File: src/ex_cfg.svh
// execute stage widths, unit count and multiplier depth
`ifndef EX_CFG_SVH
`define EX_CFG_SVH

// data and address width
`define EX_XLEN 32

// destination tag width
`define EX_TAG_W 6

// two alus, load, store and two multiplier issue slots
`define EX_NUM_FU 6

// registered multiplier stages ahead of the result register
`define EX_MULT_STAGES 3

`endif

File: src/ex_pkg.sv
// execute stage types for op codes, issue, result, memory request and cdb structs
`default_nettype none

`include "ex_cfg.svh"

package ex_pkg;

    typedef enum logic [3:0] {
        OP_ADD,
        OP_SUB,
        OP_AND,
        OP_OR,
        OP_XOR,
        OP_SLT,
        OP_SLL,
        OP_SRL,
        OP_MUL,
        OP_LOAD,
        OP_STORE
    } fu_op_e;

    // one issue slot from the reservation stations
    typedef struct packed {
        logic                 valid;
        fu_op_e               op;
        logic [`EX_TAG_W-1:0] tag;
        logic [`EX_XLEN-1:0]  src1;
        logic [`EX_XLEN-1:0]  src2;
        logic [`EX_XLEN-1:0]  imm;
    } fu_in_t;

    typedef fu_in_t [`EX_NUM_FU-1:0] fu_in_array_t;

    typedef struct packed {
        logic                 valid;
        logic [`EX_TAG_W-1:0] tag;
        logic [`EX_XLEN-1:0]  value;
    } fu_out_t;

    typedef fu_out_t [`EX_NUM_FU-1:0] fu_out_array_t;

    typedef struct packed {
        logic                valid;
        logic                write;
        logic [`EX_XLEN-1:0] addr;
        logic [`EX_XLEN-1:0] wdata;
    } mem_req_t;

    // single broadcast per cycle
    typedef struct packed {
        logic                 valid;
        logic [`EX_TAG_W-1:0] tag;
        logic [`EX_XLEN-1:0]  value;
    } cdb_t;

endpackage

`default_nettype wire

File: src/result_hold.sv
// holding register that keeps one payload of any type until ack
`timescale 1ns/1ps
`default_nettype none

module result_hold #(
    parameter type payload_t = logic
) (
    input  logic     clock,
    input  logic     rst_n,
    input  logic     load,
    input  payload_t din,
    input  logic     ack,
    output payload_t dout,
    output logic     full
);

    // load wins over ack on the same edge
    always_ff @(posedge clock) begin
        if (!rst_n) begin
            full <= 1'b0;
        end else if (load) begin
            full <= 1'b1;
        end else if (ack) begin
            full <= 1'b0;
        end
    end

    always_ff @(posedge clock) begin
        if (load) begin
            dout <= din;
        end
    end

endmodule

`default_nettype wire

File: src/alu_fu.sv
// single-cycle integer alu unit with a held result
`timescale 1ns/1ps
`default_nettype none

`include "ex_cfg.svh"

module alu_fu import ex_pkg::*; (
    input  logic    clock,
    input  logic    rst_n,
    input  fu_in_t  fu_in,
    input  logic    ack,
    output fu_out_t fu_out,
    output logic    fu_ready
);

    logic [`EX_XLEN-1:0] res;
    logic                accept;
    logic                full;
    fu_out_t             held;

    // slot frees up in the same cycle it is acked
    assign fu_ready = !full || ack;
    assign accept   = fu_in.valid && fu_ready;

    always_comb begin
        case (fu_in.op)
            OP_ADD:  res = fu_in.src1 + fu_in.src2;
            OP_SUB:  res = fu_in.src1 - fu_in.src2;
            OP_AND:  res = fu_in.src1 & fu_in.src2;
            OP_OR:   res = fu_in.src1 | fu_in.src2;
            OP_XOR:  res = fu_in.src1 ^ fu_in.src2;
            OP_SLT:  res = {{(`EX_XLEN-1){1'b0}}, $signed(fu_in.src1) < $signed(fu_in.src2)};
            OP_SLL:  res = fu_in.src1 << fu_in.src2[4:0];
            OP_SRL:  res = fu_in.src1 >> fu_in.src2[4:0];
            default: res = '0;
        endcase
    end

    result_hold #(.payload_t(fu_out_t)) hold_inst (
        .clock (clock),
        .rst_n (rst_n),
        .load  (accept),
        .din   ('{valid: 1'b1, tag: fu_in.tag, value: res}),
        .ack   (ack),
        .dout  (held),
        .full  (full)
    );

    // valid comes from the hold flag, payload from the register
    always_comb begin
        fu_out       = held;
        fu_out.valid = full;
    end

endmodule

`default_nettype wire

File: src/mult_fu.sv
// pipelined low-word multiplier unit that stalls on a held output
`timescale 1ns/1ps
`default_nettype none

`include "ex_cfg.svh"

module mult_fu import ex_pkg::*; (
    input  logic    clock,
    input  logic    rst_n,
    input  fu_in_t  fu_in,
    input  logic    ack,
    output fu_out_t fu_out,
    output logic    fu_ready
);

    localparam int S     = `EX_MULT_STAGES;
    localparam int CHUNK = (`EX_XLEN + S - 1) / S;
    localparam logic [`EX_XLEN-1:0] CHUNK_MASK = {{(`EX_XLEN-CHUNK){1'b0}}, {CHUNK{1'b1}}};

    logic [S-1:0]         st_valid;
    logic [`EX_TAG_W-1:0] st_tag [S];
    logic [`EX_XLEN-1:0]  st_acc [S];
    // operands only needed by the stages that still add a chunk
    logic [`EX_XLEN-1:0]  op_a [S-1];
    logic [`EX_XLEN-1:0]  op_b [S-1];
    logic                 full;
    logic                 stall;
    logic                 advance;
    logic                 accept;
    fu_out_t              held;

    // src1 times one chunk of src2, shifted into place
    function automatic logic [`EX_XLEN-1:0] part_prod(
        input logic [`EX_XLEN-1:0] a,
        input logic [`EX_XLEN-1:0] b,
        input int                  idx
    );
        logic [`EX_XLEN-1:0] b_chunk;
        b_chunk = (b >> (idx * CHUNK)) & CHUNK_MASK;
        return (a * b_chunk) << (idx * CHUNK);
    endfunction

    assign stall    = st_valid[S-1] && full && !ack;
    assign advance  = !stall;
    assign fu_ready = advance;
    assign accept   = fu_in.valid && fu_ready;

    always_ff @(posedge clock) begin
        if (!rst_n) begin
            st_valid <= '0;
        end else if (advance) begin
            st_valid <= {st_valid[S-2:0], accept};
        end
    end

    always_ff @(posedge clock) begin
        if (advance) begin
            st_tag[0] <= fu_in.tag;
            st_acc[0] <= part_prod(fu_in.src1, fu_in.src2, 0);
            op_a[0]   <= fu_in.src1;
            op_b[0]   <= fu_in.src2;
            for (int i = 1; i < S; i++) begin
                st_tag[i] <= st_tag[i-1];
                st_acc[i] <= st_acc[i-1] + part_prod(op_a[i-1], op_b[i-1], i);
            end
            for (int i = 1; i < S - 1; i++) begin
                op_a[i] <= op_a[i-1];
                op_b[i] <= op_b[i-1];
            end
        end
    end

    result_hold #(.payload_t(fu_out_t)) hold_inst (
        .clock (clock),
        .rst_n (rst_n),
        .load  (st_valid[S-1] && advance),
        .din   ('{valid: 1'b1, tag: st_tag[S-1], value: st_acc[S-1]}),
        .ack   (ack),
        .dout  (held),
        .full  (full)
    );

    always_comb begin
        fu_out       = held;
        fu_out.valid = full;
    end

endmodule

`default_nettype wire

File: src/load_fu.sv
// load unit with address generation, memory port request and read data capture
`timescale 1ns/1ps
`default_nettype none

`include "ex_cfg.svh"

module load_fu import ex_pkg::*; (
    input  logic                clock,
    input  logic                rst_n,
    input  fu_in_t              fu_in,
    input  logic                ack,
    input  logic                mem_grant,
    input  logic [`EX_XLEN-1:0] mem_rdata,
    output fu_out_t             fu_out,
    output mem_req_t            mem_req,
    output logic                fu_ready
);

    logic                 req_pending;
    logic [`EX_XLEN-1:0]  addr_q;
    logic [`EX_TAG_W-1:0] tag_q;
    logic                 accept;
    logic                 full;
    fu_out_t              held;

    // one load at a time and busy until the result leaves
    assign fu_ready = !req_pending && !full;
    assign accept   = fu_in.valid && fu_ready;

    always_ff @(posedge clock) begin
        if (!rst_n) begin
            req_pending <= 1'b0;
        end else if (accept) begin
            req_pending <= 1'b1;
        end else if (mem_grant) begin
            req_pending <= 1'b0;
        end
    end

    always_ff @(posedge clock) begin
        if (accept) begin
            addr_q <= fu_in.src1 + fu_in.imm;
            tag_q  <= fu_in.tag;
        end
    end

    assign mem_req = '{valid: req_pending, write: 1'b0, addr: addr_q, wdata: '0};

    // read data is combinational, so it is taken at the grant edge
    result_hold #(.payload_t(fu_out_t)) hold_inst (
        .clock (clock),
        .rst_n (rst_n),
        .load  (req_pending && mem_grant),
        .din   ('{valid: 1'b1, tag: tag_q, value: mem_rdata}),
        .ack   (ack),
        .dout  (held),
        .full  (full)
    );

    always_comb begin
        fu_out       = held;
        fu_out.valid = full;
    end

endmodule

`default_nettype wire

File: src/store_fu.sv
// store unit with address generation, memory write request and completion result
`timescale 1ns/1ps
`default_nettype none

`include "ex_cfg.svh"

module store_fu import ex_pkg::*; (
    input  logic     clock,
    input  logic     rst_n,
    input  fu_in_t   fu_in,
    input  logic     ack,
    input  logic     mem_grant,
    output fu_out_t  fu_out,
    output mem_req_t mem_req,
    output logic     fu_ready
);

    logic                 req_pending;
    logic [`EX_XLEN-1:0]  addr_q;
    logic [`EX_XLEN-1:0]  wdata_q;
    logic [`EX_TAG_W-1:0] tag_q;
    logic                 accept;
    logic                 full;
    fu_out_t              held;

    assign fu_ready = !req_pending && !full;
    assign accept   = fu_in.valid && fu_ready;

    always_ff @(posedge clock) begin
        if (!rst_n) begin
            req_pending <= 1'b0;
        end else if (accept) begin
            req_pending <= 1'b1;
        end else if (mem_grant) begin
            req_pending <= 1'b0;
        end
    end

    always_ff @(posedge clock) begin
        if (accept) begin
            addr_q  <= fu_in.src1 + fu_in.imm;
            wdata_q <= fu_in.src2;
            tag_q   <= fu_in.tag;
        end
    end

    assign mem_req = '{valid: req_pending, write: 1'b1, addr: addr_q, wdata: wdata_q};

    // write lands at the grant edge and the completion carries value zero
    result_hold #(.payload_t(fu_out_t)) hold_inst (
        .clock (clock),
        .rst_n (rst_n),
        .load  (req_pending && mem_grant),
        .din   ('{valid: 1'b1, tag: tag_q, value: '0}),
        .ack   (ack),
        .dout  (held),
        .full  (full)
    );

    always_comb begin
        fu_out       = held;
        fu_out.valid = full;
    end

endmodule

`default_nettype wire

File: src/cdb_select.sv
// fixed-priority cdb selector with per-unit ack
`timescale 1ns/1ps
`default_nettype none

`include "ex_cfg.svh"

module cdb_select import ex_pkg::*; (
    input  fu_out_array_t         fu_out,
    output logic [`EX_NUM_FU-1:0] ack,
    output cdb_t                  cdb
);

    // lowest index wins
    always_comb begin
        logic found;
        found = 1'b0;
        ack   = '0;
        cdb   = '0;
        for (int i = 0; i < `EX_NUM_FU; i++) begin
            if (!found && fu_out[i].valid) begin
                found     = 1'b1;
                ack[i]    = 1'b1;
                cdb.valid = 1'b1;
                cdb.tag   = fu_out[i].tag;
                cdb.value = fu_out[i].value;
            end
        end
    end

endmodule

`default_nettype wire

File: src/ex.sv
// execute stage top with unit instances, memory port arbitration and cdb
`timescale 1ns/1ps
`default_nettype none

`include "ex_cfg.svh"

module ex import ex_pkg::*; (
    input  logic                  clock,
    input  logic                  rst_n,
    input  fu_in_array_t          issue,
    input  logic [`EX_XLEN-1:0]   mem_rdata,
    output logic [`EX_NUM_FU-1:0] fu_ready,
    output mem_req_t              mem_req,
    output cdb_t                  cdb
);

    fu_out_array_t         fu_out;
    logic [`EX_NUM_FU-1:0] ack;
    mem_req_t              ld_req;
    mem_req_t              st_req;
    logic                  ld_grant;
    logic                  st_grant;

    // load has priority at the memory port
    assign ld_grant = ld_req.valid;
    assign st_grant = st_req.valid && !ld_req.valid;
    assign mem_req  = ld_grant ? ld_req : (st_grant ? st_req : '0);

    alu_fu alu0_inst (
        .clock    (clock),
        .rst_n    (rst_n),
        .fu_in    (issue[0]),
        .ack      (ack[0]),
        .fu_out   (fu_out[0]),
        .fu_ready (fu_ready[0])
    );

    alu_fu alu1_inst (
        .clock    (clock),
        .rst_n    (rst_n),
        .fu_in    (issue[1]),
        .ack      (ack[1]),
        .fu_out   (fu_out[1]),
        .fu_ready (fu_ready[1])
    );

    load_fu load_inst (
        .clock     (clock),
        .rst_n     (rst_n),
        .fu_in     (issue[2]),
        .ack       (ack[2]),
        .mem_grant (ld_grant),
        .mem_rdata (mem_rdata),
        .fu_out    (fu_out[2]),
        .mem_req   (ld_req),
        .fu_ready  (fu_ready[2])
    );

    store_fu store_inst (
        .clock     (clock),
        .rst_n     (rst_n),
        .fu_in     (issue[3]),
        .ack       (ack[3]),
        .mem_grant (st_grant),
        .fu_out    (fu_out[3]),
        .mem_req   (st_req),
        .fu_ready  (fu_ready[3])
    );

    mult_fu mult0_inst (
        .clock    (clock),
        .rst_n    (rst_n),
        .fu_in    (issue[4]),
        .ack      (ack[4]),
        .fu_out   (fu_out[4]),
        .fu_ready (fu_ready[4])
    );

    mult_fu mult1_inst (
        .clock    (clock),
        .rst_n    (rst_n),
        .fu_in    (issue[5]),
        .ack      (ack[5]),
        .fu_out   (fu_out[5]),
        .fu_ready (fu_ready[5])
    );

    cdb_select cdb_select_inst (
        .fu_out (fu_out),
        .ack    (ack),
        .cdb    (cdb)
    );

endmodule

`default_nettype wire

File: config.mk
export PLATFORM = sky130hd
export DESIGN_NAME = ex
export DESIGN_NICKNAME = d
export VERILOG_FILES = /design/src/ex_pkg.sv /design/src/result_hold.sv /design/src/alu_fu.sv /design/src/mult_fu.sv /design/src/load_fu.sv /design/src/store_fu.sv /design/src/cdb_select.sv /design/src/ex.sv
export VERILOG_INCLUDE_DIRS = /design/src
export SDC_FILE = /design/constraint.sdc
export NUM_CORES = 2
export LEC_CHECK = 0
export BUFFER_PORTS_ARGS = -buffer_cell sky130_fd_sc_hd__buf_2
export CAP_MARGIN = 20
export CORE_ASPECT_RATIO = 2
export CORE_MARGIN = 8
export CORE_UTILIZATION = 40
export CTS_CLUSTER_SIZE = 28
export DETAILED_ROUTE_END_ITERATION = 10
export PLACE_DENSITY = 0.67
export REMOVE_ABC_BUFFERS = 1
export SLEW_MARGIN = 10
export SYNTH_ARGS = -nofsm -noshare
export SYNTH_HDL_FRONTEND = slang
export SYNTH_SLANG_ARGS = --single-unit
File: constraint.sdc
create_clock -name clock -period 9.4 [get_ports clock]
set_input_delay 2.35 -clock clock [delete_from_list [all_inputs] [get_ports clock]]
set_output_delay 2.35 -clock clock [all_outputs]
set_load 0.05 [all_outputs]
==> metrics.yaml <==
worst_setup_path:
  timing.critical_path.fanout_max: 27
  critPathRequiredTime_ps: 9800
  worst-endpoint-arrival_ps: 8420
  cp-end-kind: "flip-flop"
  critical_path_class: "input pin to flip-flop"
  startpoint_type: "input pin"
synthesis:
  synth_area_leaders: "sky130_fd_sc_hd__edfxtp_1 (28%), sky130_fd_sc_hd__fa_1 (21%), sky130_fd_sc_hd__ha_1 (9.4%), sky130_fd_sc_hd__nand2_1 (5.0%), sky130_fd_sc_hd__inv_1 (4.6%)"
  ys_seq_elements: 670
  synth.cell_area_um2: 71400
  synth_seq_area_share_pct: 28.0
  synth_cell_type_count: 87
  synth.top_cell.area_share_pct: 27.6
  yosys_warnings: 0
  syn_inst: 7472
  number_of_synthesized_flops_with_an_enable_pin: 656
  post_synth.cell_area_avg_um2: 9.56
  synth_async_sr_flop_share_pct: 0
  synth_largest_area_cell: "sky130_fd_sc_hd__edfxtp_1"
  synth_flop_type: "sky130_fd_sc_hd__edfxtp_1"
global_route:
  pin_count_of_the_biggest_net_entering_global_routing: 116
  grt-busiest-layer: "met2"
  antenna_violations_before_repair: 29
  grt-ovfl-total: 0
  globalRouteTotalUtil_pct: 25.2
  globalRouteMet1Util_pct: 26.7
  use_met2_pct: 45.7
  vias_in_the_first_global_route: 61031
  met3_usage_pct: 4.07
  grt_first_pass_wirelength_um: 370000
power:
  irDropWorstVdd_uv: 396
  power.density_cell_area_nw_per_um2: 317
  leakage_nw: 34.3
route:
  wl_per_cell_um: 24.5
  routed-via-count: 58297
  drtPass1Iterations: 10
  drc_errors: 0
  initialDrtViolationCount: 5116
  drtAntennaViolNets: 0
  routed_via_density: 5.71
  routed_wirelength_um: 250000
floorplan:
  floorplan.die_area_um2: 193000
  floorplan.initialDensity_pct: 40.2
  number_of_standard_cell_rows_in_the_floorplan: 219
  boundaryPins: 787
  die_y_um: 614
  core-area_um2: 178000
  horizontal_die_dimension_um: 315
timing:
  final.setup.tns_ps: 0
  slew_viol_final: 0
  timing.fmax_ghz: 0.125
  post-route-min-period_ps: 8020
  setup_violations: 0
  rsz_0062_raised_after_global_routing: "no"
  max_slew.worst_pin.slew_ps: 1210
  min_period_over_period_pct: 85.3
  timing_hold_violations_final: 0
  relSlewSlack_pct: 19.2
  finClkSkew_ps: 62.2
cts:
  cts_htree_levels: 3
  clk_path_buf_depth: 3
  postcts_resize_cnt: 0
  clock_sinks: 670
  clk-insertion-delay-late_ps: 690
  cts-root-buf: "sky130_fd_sc_hd__clkbuf_16"
  cts_tree: "built"
  cts_setup_buffers: 0
  cts_inserted_buffers: 69
  cts.hold.buffers_added: 0
  clk_pin_slew_ps: 70
status:
  outcome: "complete, no violations"
placed_design:
  io_buffers: 609
  dp_hpwl_um: 203000
  place.gp.congestion: 1.05
  placement.cell_area_um2: 76500
cells_and_area:
  syn_to_final_growth_pct: 10.5
  fin_nets: 9777
  mostFrequentLayoutCell: "sky130_fd_sc_hd__nand2_1"
  post-route-cell-area_um2: 78900
  count_of_fill_cells_added_during_filler_insertion: 16919
  final_layout_size_suffix_gt1_share_pct: 11.0
  mostFrequentLayoutCells: "sky130_fd_sc_hd__nand2_1 (945), sky130_fd_sc_hd__inv_1 (875), sky130_fd_sc_hd__fa_1 (732)"
worst_hold_path:
  hold_class: "flip-flop to flip-flop"
run:
  cap_viol_max_count: 0
-- power by group --
group / total, mW / switching [mW] / internal [mW]
Clock: 2.93 / 1.29 / 1.64
Combinational: 17.0 / 9.68 / 7.29
Sequential: 5.09 / 0.300 / 4.79
-- metrics by stage --
step	cells	total power, mW	setup slack [ps]	hold slack (ps)	util (%)
3_3_place_gp	10078	21.6	784	400	43.1
2_1_floorplan	7080	17.8	951	400	-
4_1_cts	10205	25.1	1520	393	44.4
3_5_place_dp	10078	22.0	814	405	43.1
5_1_grt	10210	27.1	1230	405	44.4
6_report	10218	25.0	1380	392	44.4
-- synthesized netlist by cell type, types with 51 or more instances --
library cell,n
sky130_fd_sc_hd__nand2_1,946
sky130_fd_sc_hd__inv_1,875
sky130_fd_sc_hd__fa_1,732
sky130_fd_sc_hd__edfxtp_1,656
sky130_fd_sc_hd__ha_1,538
sky130_fd_sc_hd__and2_1,437
sky130_fd_sc_hd__nor2_1,437
sky130_fd_sc_hd__a21oi_1,379
sky130_fd_sc_hd__o21ai_0,359
sky130_fd_sc_hd__clkbuf_1,332
sky130_fd_sc_hd__xnor2_1,281
sky130_fd_sc_hd__mux2i_1,138
sky130_fd_sc_hd__a21o_1,95
sky130_fd_sc_hd__nor3_1,79
sky130_fd_sc_hd__xor2_1,75
sky130_fd_sc_hd__nand3_1,74
sky130_fd_sc_hd__o21bai_1,69
sky130_fd_sc_hd__a221oi_1,62
sky130_fd_sc_hd__o211ai_1,61
sky130_fd_sc_hd__a22oi_1,57
sky130_fd_sc_hd__a211oi_1,52
sky130_fd_sc_hd__o21a_1,51
-- registers in the layout, summed over array words and instances, names as in the netlist, 18 cells and up --
signal,count
mult0_inst.st_acc,96
mult1_inst.st_acc,96
alu0_inst.hold_inst.dout,38
alu1_inst.hold_inst.dout,38
load_inst.hold_inst.dout,38
mult0_inst.hold_inst.dout,38
mult1_inst.hold_inst.dout,38
load_inst.addr_q,32
store_inst.addr_q,32
store_inst.wdata_q,32
mult0_inst.op_a,31
mult0_inst.op_b,31
mult1_inst.op_a,31
mult1_inst.op_b,31
mult0_inst.st_tag,18
mult1_inst.st_tag,18
-- layout make-up --
type	instances	area, um^2	area share, %
Inverter	880	3300	4.19
Clock inverter	45	538	0.682
Sequential cell	670	20000	25.3
Tap cell	2320	2900	3.68
Multi-Input combinational cell	5530	46700	59.2
Clock buffer	82	1850	2.34
Timing Repair Buffer	680	3610	4.58
Antenna cell	11	27.5	0.0349
-- worst max-delay path: stages --
cell and delay [ps]:
sky130_fd_sc_hd__buf_2 300, sky130_fd_sc_hd__and2_1 260, sky130_fd_sc_hd__fa_1 440, sky130_fd_sc_hd__fa_1 500
sky130_fd_sc_hd__inv_1 60, sky130_fd_sc_hd__fa_1 530, sky130_fd_sc_hd__inv_1 50, sky130_fd_sc_hd__fa_1 470
sky130_fd_sc_hd__inv_1 50, sky130_fd_sc_hd__fa_1 470, sky130_fd_sc_hd__inv_1 40, sky130_fd_sc_hd__ha_1 210
sky130_fd_sc_hd__or3_1 340, sky130_fd_sc_hd__o31ai_1 580, sky130_fd_sc_hd__nand4_1 300, sky130_fd_sc_hd__a41oi_1 350
sky130_fd_sc_hd__o31ai_1 160, sky130_fd_sc_hd__or4_1 440, sky130_fd_sc_hd__a31o_2 250, sky130_fd_sc_hd__a21oi_1 170
sky130_fd_sc_hd__xnor2_1 90
-- per-layer routing --
layer	share of wire, %	wire, um
met5	0.068	170
met4	7.9	19700
met3	7.4	18400
met2	51	127000
met1	34	84600
-- logic make-up (layout without fill, tap and decap cells) --
group,after synthesis,count (layout),synth area share (%)
simple gates,2225,2225,14.5
compound gates,1520,1520,14.0
buf+inv,1272,1687,6.77
fa+ha+maj,1270,1270,29.9
flops,670,670,28.0
xor+xnor,356,356,4.37
mux,158,158,2.44
other cells,1,12,0.00525
-- final timing paths --
check	start	end	slack, ps	cells past startpoint
min	mult0_inst.st_acc[1][10]	mult0_inst.st_acc[2][10]	390	0
max	issue[572]	mult1_inst.st_acc[0][31]	1380	21
min reg2reg	mult0_inst.st_acc[1][10]	mult0_inst.st_acc[2][10]	390	0
max reg2reg	mult0_inst.op_b[0][13]	mult0_inst.st_acc[1][31]	1740	26
Note: power is estimated with default switching activity, not from simulation.
